<file path="config.mk">
export PLATFORM = sky130hd
export DESIGN_NAME = invaders_display
export DESIGN_NICKNAME = d
export VERILOG_FILES = /design/src/verilog/invaders_pkg.sv /design/src/verilog/alien_formation.sv /design/src/verilog/invaders_display.sv /design/src/verilog/pixel_compositor.sv /design/src/verilog/screen_mode_ctrl.sv /design/src/verilog/spaceship_ctrl.sv
export VERILOG_INCLUDE_DIRS = /design/src /design/src/include
export SDC_FILE = /design/constraint.sdc
export NUM_CORES = 1
export LEC_CHECK = 0
export BUFFER_PORTS_ARGS = -buffer_cell sky130_fd_sc_hd__buf_2
export CAP_MARGIN = 20
export CORE_ASPECT_RATIO = 1.4
export CORE_UTILIZATION = 40
export CTS_BUF_LIST = sky130_fd_sc_hd__clkbuf_8
export DETAILED_ROUTE_END_ITERATION = 6
export PLACE_DENSITY = 0.56
export SLEW_MARGIN = 20
export SYNTH_ARGS = -nofsm -noshare
export SYNTH_HDL_FRONTEND = slang
export SYNTH_SLANG_ARGS = --single-unit
export TNS_END_PERCENT = 50
</file>
<file path="constraint.sdc">
create_clock -name clk -period 12.3 [get_ports clk]
set_input_delay 0 -clock clk [delete_from_list [all_inputs] [get_ports clk]]
set_output_delay 0 -clock clk [all_outputs]
set_load 0.01 [all_outputs]
</file>
<file path="src/include/invaders_cfg.svh">
`ifndef INVADERS_CFG_SVH
`define INVADERS_CFG_SVH

//////////////////////////////////////////////////////////////////////
// screen size
`define SCREEN_W 640
`define SCREEN_H 480

//////////////////////////////////////////////////////////////////////
// separation border rows
`define SCOREBOARD_TOP 0
`define SCOREBOARD_BOTTOM 40
`define BARRIER_TOP 340
`define BARRIER_BOTTOM 400
`define EXTRA_LIVES_TOP 460

//////////////////////////////////////////////////////////////////////
// alien grid, origin is the top left corner of alien 0
`define ALIEN_ROWS 5
`define ALIEN_COLS 11
`define ALIEN_W 20
`define ALIEN_H 16
`define ALIEN_PITCH_X 50
`define ALIEN_PITCH_Y 30
`define ALIEN_START_X 70
`define ALIEN_START_Y 88
`define ALIEN_STEP 10
`define ALIEN_DROP 10
`define EDGE_MARGIN 10

// player ship
`define SHIP_W 40
`define SHIP_H 16
`define SHIP_Y 420
`define SHIP_START_X 300
`define SHIP_STEP 4

// start screen band
`define BANNER_TOP 200
`define BANNER_BOTTOM 280

//////////////////////////////////////////////////////////////////////
// colours, packed as blue 2 | green 3 | red 3
`define COLOR_SHIP 8'h78
`define COLOR_ALIEN 8'hAA
`define COLOR_BANNER 8'hFF
`define COLOR_SPACE 8'h00
`define COLOR_RED 8'h07
`define COLOR_BLUE 8'hC0
`define COLOR_GREEN 8'h38

`endif

</file>
<file path="src/verilog/invaders_pkg.sv">
package invaders_pkg;

	//////////////////////////////////////////////////////////////////////
	// pixel coordinate, wide enough for the full 640x480 timing range
	typedef logic [10:0] coord_t;

	// one pixel colour
	// bits 7:6 blue, 5:3 green, 2:0 red
	typedef logic [7:0] color_t;

	//////////////////////////////////////////////////////////////////////
	// screen modes, advanced by the display button
	// black -> start -> game -> black
	typedef enum logic [1:0] {
		mode_black = 2'd0,
		mode_start = 2'd1,
		mode_game  = 2'd2
	} screen_mode_e;

endpackage

</file>
<file path="src/verilog/alien_formation.sv">
`include "invaders_cfg.svh"

module alien_formation (
	input  logic                       clk,
	input  logic                       rst,
	input  invaders_pkg::screen_mode_e mode,
	input  logic                       frame_end,
	input  invaders_pkg::coord_t       x,
	input  invaders_pkg::coord_t       y,
	output logic                       on_alien
);
	import invaders_pkg::*;

	//////////////////////////////////////////////////////////////////////
	// geometry in coordinate width
	localparam coord_t START_X = coord_t'(`ALIEN_START_X);
	localparam coord_t START_Y = coord_t'(`ALIEN_START_Y);
	localparam coord_t STEP = coord_t'(`ALIEN_STEP);
	localparam coord_t DROP = coord_t'(`ALIEN_DROP);
	localparam coord_t PITCH_X = coord_t'(`ALIEN_PITCH_X);
	localparam coord_t PITCH_Y = coord_t'(`ALIEN_PITCH_Y);
	localparam coord_t BOX_W = coord_t'(`ALIEN_W);
	localparam coord_t BOX_H = coord_t'(`ALIEN_H);
	localparam coord_t COLS = coord_t'(`ALIEN_COLS);
	localparam coord_t ROWS = coord_t'(`ALIEN_ROWS);

	// origin x to right edge of the last column
	localparam coord_t SPAN_W = coord_t'((`ALIEN_COLS - 1) * `ALIEN_PITCH_X + `ALIEN_W);
	localparam coord_t RIGHT_LIMIT = coord_t'(`SCREEN_W - `EDGE_MARGIN);
	// a left step from below this would cross the margin
	localparam coord_t LEFT_LIMIT = coord_t'(`EDGE_MARGIN + `ALIEN_STEP);
	localparam coord_t MIN_X = coord_t'(`EDGE_MARGIN);
	localparam coord_t MAX_X = coord_t'(`SCREEN_W - `EDGE_MARGIN - SPAN_W);
	localparam coord_t LAST_ROW = coord_t'(`SCREEN_H);

	coord_t origin_x;
	coord_t origin_y;
	logic   dir_right;

	coord_t right_next;
	logic   at_edge;

	// pixel position relative to the grid
	coord_t dx;
	coord_t dy;
	coord_t col;
	coord_t row;
	coord_t cell_x;
	coord_t cell_y;
	logic   in_grid;

	//////////////////////////////////////////////////////////////////////
	// march

	assign right_next = origin_x + STEP + SPAN_W;
	assign at_edge = dir_right ? (right_next > RIGHT_LIMIT) : (origin_x < LEFT_LIMIT);

	always_ff @(posedge clk or posedge rst) begin
		if (rst) begin
			origin_x <= START_X;
			origin_y <= START_Y;
			dir_right <= 1'b1;
		end else if (mode != mode_game) begin
			// parked until the game starts
			origin_x <= START_X;
			origin_y <= START_Y;
			dir_right <= 1'b1;
		end else if (frame_end) begin
			if (at_edge) begin
				// drop a row and turn, no sideways move this frame
				origin_y <= origin_y + DROP;
				dir_right <= ~dir_right;
			end else if (dir_right) begin
				origin_x <= origin_x + STEP;
			end else begin
				origin_x <= origin_x - STEP;
			end
		end
	end

	//////////////////////////////////////////////////////////////////////
	// hit test for the current pixel

	assign dx = x - origin_x;
	assign dy = y - origin_y;
	assign col = dx / PITCH_X;
	assign row = dy / PITCH_Y;
	assign cell_x = dx % PITCH_X;
	assign cell_y = dy % PITCH_Y;

	// offsets wrap when the pixel is above or left of the origin
	assign in_grid = (x >= origin_x) && (y >= origin_y) && (col < COLS) && (row < ROWS);

	assign on_alien = in_grid && (cell_x < BOX_W) && (cell_y < BOX_H);

	//////////////////////////////////////////////////////////////////////
	// checks

	a_origin_on_screen: assert property (@(posedge clk) disable iff (rst)
		(frame_end && mode == mode_game) |=>
			(origin_x >= MIN_X) && (origin_x <= MAX_X) && (origin_y < LAST_ROW));

endmodule

</file>
<file path="src/verilog/invaders_display.sv">
`include "invaders_cfg.svh"

module invaders_display (
	input  logic                 clk,
	input  logic                 rst,
	input  logic                 button_left,
	input  logic                 button_right,
	input  logic                 button_display,
	input  invaders_pkg::coord_t x,
	input  invaders_pkg::coord_t y,
	output invaders_pkg::color_t rgb
);
	import invaders_pkg::*;

	// last visible pixel of the frame
	localparam coord_t LAST_X = coord_t'(`SCREEN_W - 1);
	localparam coord_t LAST_Y = coord_t'(`SCREEN_H - 1);

	screen_mode_e mode;
	logic         frame_end;
	logic         on_alien;
	logic         on_ship;

	// objects step once per frame, here
	assign frame_end = (x == LAST_X) && (y == LAST_Y);

	//////////////////////////////////////////////////////////////////////
	// blocks

	screen_mode_ctrl u_mode (
		.clk            (clk),
		.rst            (rst),
		.button_display (button_display),
		.mode           (mode)
	);

	alien_formation u_aliens (
		.clk       (clk),
		.rst       (rst),
		.mode      (mode),
		.frame_end (frame_end),
		.x         (x),
		.y         (y),
		.on_alien  (on_alien)
	);

	spaceship_ctrl u_ship (
		.clk          (clk),
		.rst          (rst),
		.mode         (mode),
		.frame_end    (frame_end),
		.button_left  (button_left),
		.button_right (button_right),
		.x            (x),
		.y            (y),
		.on_ship      (on_ship)
	);

	pixel_compositor u_comp (
		.clk      (clk),
		.rst      (rst),
		.mode     (mode),
		.x        (x),
		.y        (y),
		.on_alien (on_alien),
		.on_ship  (on_ship),
		.rgb      (rgb)
	);

endmodule

</file>
<file path="src/verilog/pixel_compositor.sv">
`include "invaders_cfg.svh"

module pixel_compositor (
	input  logic                       clk,
	input  logic                       rst,
	input  invaders_pkg::screen_mode_e mode,
	input  invaders_pkg::coord_t       x,
	input  invaders_pkg::coord_t       y,
	input  logic                       on_alien,
	input  logic                       on_ship,
	output invaders_pkg::color_t       rgb
);
	import invaders_pkg::*;

	//////////////////////////////////////////////////////////////////////
	// rows and colours
	localparam coord_t SCREEN_W = coord_t'(`SCREEN_W);
	localparam coord_t SCREEN_H = coord_t'(`SCREEN_H);
	localparam coord_t SCORE_TOP = coord_t'(`SCOREBOARD_TOP);
	localparam coord_t SCORE_BOTTOM = coord_t'(`SCOREBOARD_BOTTOM);
	localparam coord_t BARRIER_TOP = coord_t'(`BARRIER_TOP);
	localparam coord_t BARRIER_BOTTOM = coord_t'(`BARRIER_BOTTOM);
	localparam coord_t LIVES_TOP = coord_t'(`EXTRA_LIVES_TOP);
	localparam coord_t BANNER_TOP = coord_t'(`BANNER_TOP);
	localparam coord_t BANNER_BOTTOM = coord_t'(`BANNER_BOTTOM);

	localparam color_t C_SPACE = `COLOR_SPACE;
	localparam color_t C_BANNER = `COLOR_BANNER;
	localparam color_t C_SHIP = `COLOR_SHIP;
	localparam color_t C_ALIEN = `COLOR_ALIEN;
	localparam color_t C_RED = `COLOR_RED;
	localparam color_t C_BLUE = `COLOR_BLUE;
	localparam color_t C_GREEN = `COLOR_GREEN;

	logic   visible;
	color_t game_color;
	color_t next_color;

	assign visible = (x < SCREEN_W) && (y < SCREEN_H);

	// game screen, first match wins
	always_comb begin
		if (y == SCORE_TOP || y == SCORE_BOTTOM) begin
			game_color = C_RED;
		end else if (y == BARRIER_TOP || y == BARRIER_BOTTOM) begin
			game_color = C_BLUE;
		end else if (y == LIVES_TOP) begin
			game_color = C_GREEN;
		end else if (on_ship) begin
			game_color = C_SHIP;
		end else if (on_alien) begin
			game_color = C_ALIEN;
		end else begin
			game_color = C_SPACE;
		end
	end

	always_comb begin
		next_color = C_SPACE;
		if (visible) begin
			case (mode)
				mode_start: begin
					if (y >= BANNER_TOP && y < BANNER_BOTTOM) begin
						next_color = C_BANNER;
					end
				end
				mode_game: next_color = game_color;
				default:   next_color = C_SPACE;
			endcase
		end
	end

	//////////////////////////////////////////////////////////////////////
	// output register, one cycle behind the pixel
	always_ff @(posedge clk or posedge rst) begin
		if (rst) begin
			rgb <= C_SPACE;
		end else begin
			rgb <= next_color;
		end
	end

endmodule

</file>
<file path="src/verilog/screen_mode_ctrl.sv">
`include "invaders_cfg.svh"

module screen_mode_ctrl (
	input  logic                       clk,
	input  logic                       rst,
	input  logic                       button_display,
	output invaders_pkg::screen_mode_e mode
);
	import invaders_pkg::*;

	// last sample of the button
	logic button_q;
	logic press;

	// rising edge only so a held button advances once
	assign press = button_display & ~button_q;

	always_ff @(posedge clk or posedge rst) begin
		if (rst) begin
			button_q <= 1'b0;
			mode <= mode_black;
		end else begin
			button_q <= button_display;
			if (press) begin
				case (mode)
					mode_black: mode <= mode_start;
					mode_start: mode <= mode_game;
					default:    mode <= mode_black;
				endcase
			end
		end
	end

	//////////////////////////////////////////////////////////////////////
	// checks

	a_mode_legal: assert property (@(posedge clk) disable iff (rst)
		mode inside {mode_black, mode_start, mode_game});

endmodule

</file>
<file path="src/verilog/spaceship_ctrl.sv">
`include "invaders_cfg.svh"

module spaceship_ctrl (
	input  logic                       clk,
	input  logic                       rst,
	input  invaders_pkg::screen_mode_e mode,
	input  logic                       frame_end,
	input  logic                       button_left,
	input  logic                       button_right,
	input  invaders_pkg::coord_t       x,
	input  invaders_pkg::coord_t       y,
	output logic                       on_ship
);
	import invaders_pkg::*;

	localparam coord_t START_X = coord_t'(`SHIP_START_X);
	localparam coord_t STEP = coord_t'(`SHIP_STEP);
	localparam coord_t SHIP_W = coord_t'(`SHIP_W);
	localparam coord_t SHIP_TOP = coord_t'(`SHIP_Y);
	localparam coord_t SHIP_BOTTOM = coord_t'(`SHIP_Y + `SHIP_H);
	// rightmost legal position
	localparam coord_t MAX_X = coord_t'(`SCREEN_W - `SHIP_W);

	coord_t ship_x;
	logic   step;

	// one step per frame and both buttons cancel out
	assign step = frame_end && (mode == mode_game) && (button_left != button_right);

	always_ff @(posedge clk or posedge rst) begin
		if (rst) begin
			ship_x <= START_X;
		end else if (step) begin
			if (button_right) begin
				ship_x <= (ship_x > MAX_X - STEP) ? MAX_X : ship_x + STEP;
			end else begin
				ship_x <= (ship_x < STEP) ? '0 : ship_x - STEP;
			end
		end
	end

	assign on_ship = (x >= ship_x) && (x < ship_x + SHIP_W) &&
		(y >= SHIP_TOP) && (y < SHIP_BOTTOM);

	//////////////////////////////////////////////////////////////////////
	// checks

	a_ship_in_range: assert property (@(posedge clk) disable iff (rst)
		ship_x <= MAX_X);

endmodule
</file>
==> impl_metrics.json, run 1 <==
{
  "hold_viol": 0,
  "critPathCaptureType": "register",
  "mostFrequentLayoutCells": "71 x nand2_1, 65 x a21oi_1, 60 x o21ai_0, 59 x nor2_1, 53 x ha_1",
  "grt_max_degree": 40,
  "async_reset_ff_share_pct": 100,
  "timing.final.crit_share_pct": 55.6,
  "yosys.area.top_type": "dfrtp_1",
  "pwr-share-clk_pct": 14.8,
  "hold_start": "y[4]",
  "rsz0062_at_grt": "no",
  "reg2reg_from": "u_aliens.origin_x[1]$_DFFE_PP1P_",
  "drv_slew": 0,
  "clock.fmax_mhz": 146,
  "slowest_stage": "a2111oi_0",
  "tns_ns": 0,
  "area_growth_pct": 6.18,
  "drt_wl_total_mm": 18.1,
  "drt_iter0_markers": 443,
  "p_sw_mw": 0.320,
  "clockBufferDepth": 2,
  "ys_seq_area_share_pct": 15.6,
  "ios": 35,
  "n_antenna_cell": 0,
  "hold-path-cell-count": 3,
  "ys_types": 86,
  "grt_overflow": 0,
  "vias": 6421,
  "cts_buffers": 5,
  "antenna_found_initial": 0,
  "worst_slew_pin_slew_ns": 0.969,
  "dieWidth_um": 109,
  "syn_area_sq_um": 6350,
  "dpl.hpwl_mm": 14.2,
  "num_rows": 54,
  "clk_pin_slew_ns": 0.08,
  "synthFlopType": "dfrtp_1",
  "clock_latency_ns": 0.31,
  "synth_area_leaders": "dfrtp_1 11%, ha_1 10%, xnor2_1 6.5%",
  "htreeDepth": 2,
  "fin_crit_ns": 6.84,
  "maxCapViolCount": 0,
  "yosys_warnings": 0,
  "drc": 0,
  "outcome": "completed",
  "cts_setup_buffers": 0,
  "grt_pass1_vias": 6079,
  "synthCells": 861,
  "crit_buf_inv": 1,
  "combPwrFrac_pct": 64.9,
  "place.gp.congestion": 0.906,
  "power_density_nw_per_um2": 96.5,
  "rrSetupSlack_ns": 5.46,
  "port_buffers": 34,
  "ant_nets": 0,
  "internal_power_mw": 0.331,
  "worst_hold_path.endpoint": "u_comp.rgb[7]$_DFF_PP0_",
  "hold_class": "in2reg",
  "core-area_sq_um": 15500,
  "finalClockSkew_ns": 0.00592,
  "vias_per_cell": 6.02,
  "r2r_cells": 24,
  "power_mw": 0.651,
  "cts_tree": "yes",
  "cp_top_family": "compound AO/OA/AOI/OAI gates",
  "die_area_sq_um": 16400,
  "crit_fanout": 12,
  "nets": 951,
  "ir_drop_v": 0.0000680,
  "layout_commonest_cell": "nand2_1",
  "max_slew_margin_pct": 35.2,
  "crit_type": "reg2reg",
  "cts.sinks": 39,
  "start_util_pct": 40.9,
  "synth-edff-count": 0,
  "avgRoutedWirePerCell_um": 17.0,
  "ys_ff_latch": 39,
  "layout-drive-gt1-share_pct": 10.5,
  "cp_slowest_stage_delay_ns": 0.60,
  "switching_share_pct": 49.2,
  "worstSetupStartpointType": "register",
  "firstDrtPassIters": 5,
  "path_cells": "inv_1 > fa_1 > a211o_1 > nand3_1 > mux2_2 > and2_1 > a2111oi_0 > a21oi_1 > a31oi_2 > mux2i_1 > a311oi_1 > or2_2 > a32oi_1 > nand2b_1 > and2_1 > xnor2_1 > ha_1 > nor3_1 > nand2_1 > mux2_2 > a31o_1 > o211ai_2 > nand3_2 > o31ai_2",
  "leakage_nw": 2.62,
  "arrival_ns": 7.06,
  "power.share.sequential_pct": 20.3,
  "grt_util_all_layers_pct": 22.8,
  "avgSynthCellArea_sq_um": 7.38,
  "setup_viol": 0,
  "root_buffer": "clkbuf_8",
  "die_y_um": 151,
  "grt_pass1_wl_mm": 29.9,
  "synth_top_area_share_pct": 11.0,
  "r2r-end": "u_comp.rgb[1]$_DFF_PP0_",
  "required_ns": 12.53
}
## how the worst max path moves through the flow
stage	end	from	cells past startpoint	slack, ns
2_1_floorplan	u_comp.rgb[1]$_DFF_PP0_	u_aliens.origin_x[1]$_DFFE_PP1P_	25	6.18
3_3_place_gp	u_comp.rgb[1]$_DFF_PP0_	u_aliens.origin_x[1]$_DFFE_PP1P_	24	5.69
3_5_place_dp	u_comp.rgb[1]$_DFF_PP0_	u_aliens.origin_x[1]$_DFFE_PP1P_	24	5.58
4_1_cts	u_comp.rgb[1]$_DFF_PP0_	u_aliens.origin_x[1]$_DFFE_PP1P_	24	5.57
5_1_grt	u_comp.rgb[1]$_DFF_PP0_	u_aliens.origin_x[1]$_DFFE_PP1P_	24	4.95
6_report	u_comp.rgb[1]$_DFF_PP0_	u_aliens.origin_x[1]$_DFFE_PP1P_	24	5.46
## metal layers
layer	vias up	GRT usage, %	routed length [um]
met3	34	1.68	593
met1	2979	28.0	7840
li1	3243	-	-
met4	0	8.38	548
met2	165	41.0	9110
met5	-	0	0
## power by group through the flow
stage	logic, mW	registers [mW]	clock network, mW
finish	0.423	0.132	0.0963
global route	0.465	0.133	0.104
CTS	0.416	0.132	0.0997
detailed placement	0.412	0.135	0
global placement	0.417	0.135	0
floorplan	0.324	0.134	0
## state kept, by name (all words and copies together), names as in the netlist
register,cells
u_mode.button_q,1
u_ship.ship_x,9
u_aliens.dir_right,1
u_mode.mode,2
u_aliens.origin_y,10
u_comp.rgb,6
u_aliens.origin_x,10
## worst register-to-register path: stages, from the launching register on
cell       delay [ns]
dfstp_2          0.58
inv_1            0.10
fa_1             0.49
a211o_1          0.33
nand3_1          0.15
mux2_2           0.39
and2_1           0.29
a2111oi_0        0.60
a21oi_1          0.18
a31oi_2          0.31
mux2i_1          0.48
a311oi_1         0.19
or2_2            0.35
a32oi_1          0.31
nand2b_1         0.21
and2_1           0.18
xnor2_1          0.10
ha_1             0.24
nor3_1           0.19
nand2_1          0.08
mux2_2           0.31
a31o_1           0.23
o211ai_2         0.17
nand3_2          0.12
o31ai_2          0.19
## Yosys cell counts (13+ instances only)
cell	number
nand2_1	71
a21oi_1	65
o21ai_0	60
nor2_1	59
ha_1	53
xnor2_1	47
inv_1	43
nand3_1	34
nor3_1	34
clkbuf_1	32
dfrtp_1	28
and2_1	23
nand4_1	19
nand2b_1	14
o31ai_1	13
xor2_1	13
## timing repair
| action | in CTS | in global routing |
|---|---|---|
| setup endpoints to repair | 0 | 0 |
| gates resized for setup | 0 | 0 |
| hold buffers | 2 | 0 |
| hold endpoints to repair | 29 | 0 |
## per-stage QoR
stage	util [%]	instance area (sq um)	hold slack, ns	setup WS [ns]	std cells
global route	43.4	6750	0.0924	4.95	1066
global placement	42.7	6640	0.120	5.69	1056
finish	43.4	6750	0.0732	5.46	1066
CTS	43.4	6750	0.0678	5.57	1066
detailed placement	42.7	6640	0.121	5.58	1056
floorplan	-	6360	0.0314	6.18	862
## kinds of logic (layout without fill, tap and decap cells)
kind of cell / Yosys count / after routing / synth area share [%]
AND/OR/NAND/NOR: 324 / 324 / 26.5
AO/OA/AOI/OAI: 287 / 287 / 31.3
buffers and inverters: 82 / 90 / 5.06
XOR/XNOR: 60 / 60 / 8.27
adder cells (fa/ha/maj): 59 / 59 / 11.7
flip-flops: 39 / 39 / 15.6
multiplexers: 9 / 9 / 1.48
other: 1 / 2 / 0.0590
## cell type report
cell class	instances	area, sq um
inverter	43	161
clock inverter	2	8.76
fill	1652	8790
sequential	39	990
timing repair buffer	39	213
multi-input combinational	741	5050
clock buffer	6	82.6
tap	196	245
(Power assumes the default switching activity.)
==> inputs of run 2 (changes only) <==
ABC_AREA = 1   (was unset)
PLACE_DENSITY = 0.58   (was 0.56)
clock period = 5.9 ns   (was 12.3 ns; I/O delays follow)
==> impl_metrics.json, run 2 <==
{
  "maxCapViolCount": 0,
  "antenna_found_initial": 1,
  "drv_slew": 0,
  "start_util_pct": 40.7,
  "n_antenna_cell": 0,
  "worst_slew_pin_slew_ns": 0.645,
  "grt_pass1_wl_mm": 27.5,
  "drt_wl_total_mm": 16.2,
  "ys_types": 50,
  "setup_viol": 0,
  "firstDrtPassIters": 7,
  "ant_nets": 0,
  "clock_latency_ns": 0.32,
  "num_rows": 53,
  "vias": 6243,
  "postLayoutSetupSlackWorst_ns": 0.721,
  "crit_type": "reg2reg",
  "ios": 35,
  "mostFrequentLayoutCells": "258 x nand2_1, 150 x inv_1, 85 x nor2_1, 74 x nand3_1, 68 x o21ai_0",
  "ys_ff_latch": 39,
  "rsz0062_at_grt": "no",
  "outcome": "complete, but fails checks",
  "grt_overflow": 0,
  "slowest_stage": "dfstp_2",
  "dp.cells": 1206,
  "cts_tree": "yes",
  "cts_buffers": 5,
  "place.gp.congestion": 0.862,
  "port_buffers": 34,
  "drc": 2,
  "max_slew_margin_pct": 56.8,
  "syn_area_sq_um": 6100,
  "die_area_sq_um": 15800,
  "place_ws_ns": 0.736,
  "hold_class": "in2reg",
  "nets": 1105,
  "synth_most_common_cell": "nand2_1",
  "final_util_pct": 44.0,
  "synthTopCellsByCount": "258 x nand2_1, 151 x inv_1, 85 x nor2_1",
  "tns_ns": 0,
  "htreeDepth": 2,
  "reg.largest.list": "u_aliens.origin_x: 10 flops, u_aliens.origin_y: 10 flops, u_ship.ship_x: 9 flops",
  "clock.fmax_mhz": 193,
  "drt_iter0_markers": 359,
  "violations": "DRC",
  "dieWidth_um": 106,
  "rrSetupSlack_ns": 0.72,
  "critPathCaptureType": "register",
  "root_buffer": "clkbuf_8",
  "synthFlopType": "dfrtp_1",
  "avgSynthCellArea_sq_um": 6.19,
  "timing.final.crit_share_pct": 87.8,
  "final_cells": 1216,
  "layout-drive-gt1-share_pct": 12.1,
  "die_y_um": 148,
  "crit_fanout": 6,
  "synth_top_area_share_pct": 15.9,
  "cp_slowest_stage_delay_ns": 0.55,
  "cts.sinks": 39,
  "ys_seq_area_share_pct": 16.2,
  "grt_pass1_vias": 6020,
  "synthCells": 986,
  "cts_resized": 0,
  "async_reset_ff_share_pct": 100,
  "grt_max_degree": 40,
  "clk_pin_slew_ns": 0.10,
  "required_ns": 6.16,
  "vias_per_cell": 5.13,
  "core-area_sq_um": 15000,
  "hold_viol": 0,
  "grt_util_all_layers_pct": 21.6,
  "yosys.area.top_type": "nand2_1",
  "finalClockSkew_ns": 0.00815,
  "area_growth_pct": 8.14,
  "synth_area_leaders": "nand2_1 16%, dfrtp_1 11%, ha_1 11%",
  "synth-edff-count": 0,
  "layout_commonest_cell": "nand2_1",
  "arrival_ns": 5.44,
  "yosys_warnings": 0,
  "dpl.hpwl_mm": 13.8,
  "fin_crit_ns": 5.18,
  "avgRoutedWirePerCell_um": 13.4,
  "worstSetupStartpointType": "register",
  "clockBufferDepth": 2
}
==> run 2: path summary, 6_finish.rpt <==
check	from	endpoint	depth (start not counted)
max in group asynchronous	rst	u_aliens.origin_x[1]$_DFFE_PP1P_	4
max	u_aliens.origin_x[1]$_DFFE_PP1P_	u_comp.rgb[7]$_DFF_PP0_	38
min reg2reg	u_aliens.origin_y[3]$_DFFE_PP1P_	u_aliens.origin_y[3]$_DFFE_PP1P_	2
min	y[8]	u_comp.rgb[2]$_DFF_PP0_	4
max reg2reg	u_aliens.origin_x[1]$_DFFE_PP1P_	u_comp.rgb[7]$_DFF_PP0_	38
min in group asynchronous	rst	u_comp.rgb[6]$_DFF_PP0_	4
==> run 2: per-stage QoR <==
step	hold slack, ns	instance area [sq um]
4_1_cts	0.134	6600
3_5_place_dp	0.128	6490
2_1_floorplan	0.0314	6110
5_1_grt	0.201	6600
6_report	0.134	6600
3_3_place_gp	0.129	6490
==> run 2: layout make-up <==
type                       count  area, sq um
clock inverter                 3         23.8
timing repair buffer          38          205
inverter                     163          614
clock buffer                   5         68.8
tap                          192          240
sequential                    39          990
multi-input combinational    776         4460
fill                        1678         8390
==> run 2: timing repair <==
| action | 4_1_cts | 5_1_grt |
|---|---|---|
| hold buffers | 2 | 0 |
| hold endpoints to repair | 29 | 0 |
| setup buffers | 0 | 0 |
==> run 2: metal layers <==
metal  vias up  part of all wire [%]  GRT usage (%)
li1       3288                     -              -
met1      2806                    41           23.4
met2       105                    53           42.1
met3        42                   2.5           2.32
met4         2                   3.2           8.63
met5         -                 0.099              0
==> run 2: kinds of logic (layout without fill, tap and decap cells) <==
group / after synthesis / after routing / synth area share [%]
buffers and inverters: 172 / 209 / 10.8
AOI/OAI and AO/OA: 159 / 159 / 14.8
DFF: 39 / 39 / 16.2
adders and majority gates: 55 / 55 / 11.5
other: 1 / 2 / 0.0614
and+or+nand+nor: 522 / 522 / 41.1
xor gates and xnor gates: 38 / 38 / 5.57
==> run 2: worst max-delay path: cells and delay by family, from the launching register on <==
family / cells / cell delay (ns)
and+or+nand+nor: 32 / 3.53
adders and majority gates: 2 / 0.68
AOI/OAI and AO/OA: 1 / 0.13
buffers and inverters: 3 / 0.20
DFF: 1 / 0.55
Power of run 2 is not shown: default switching activity piles up to over one toggle a cycle in this logic, so the estimate is an artifact.
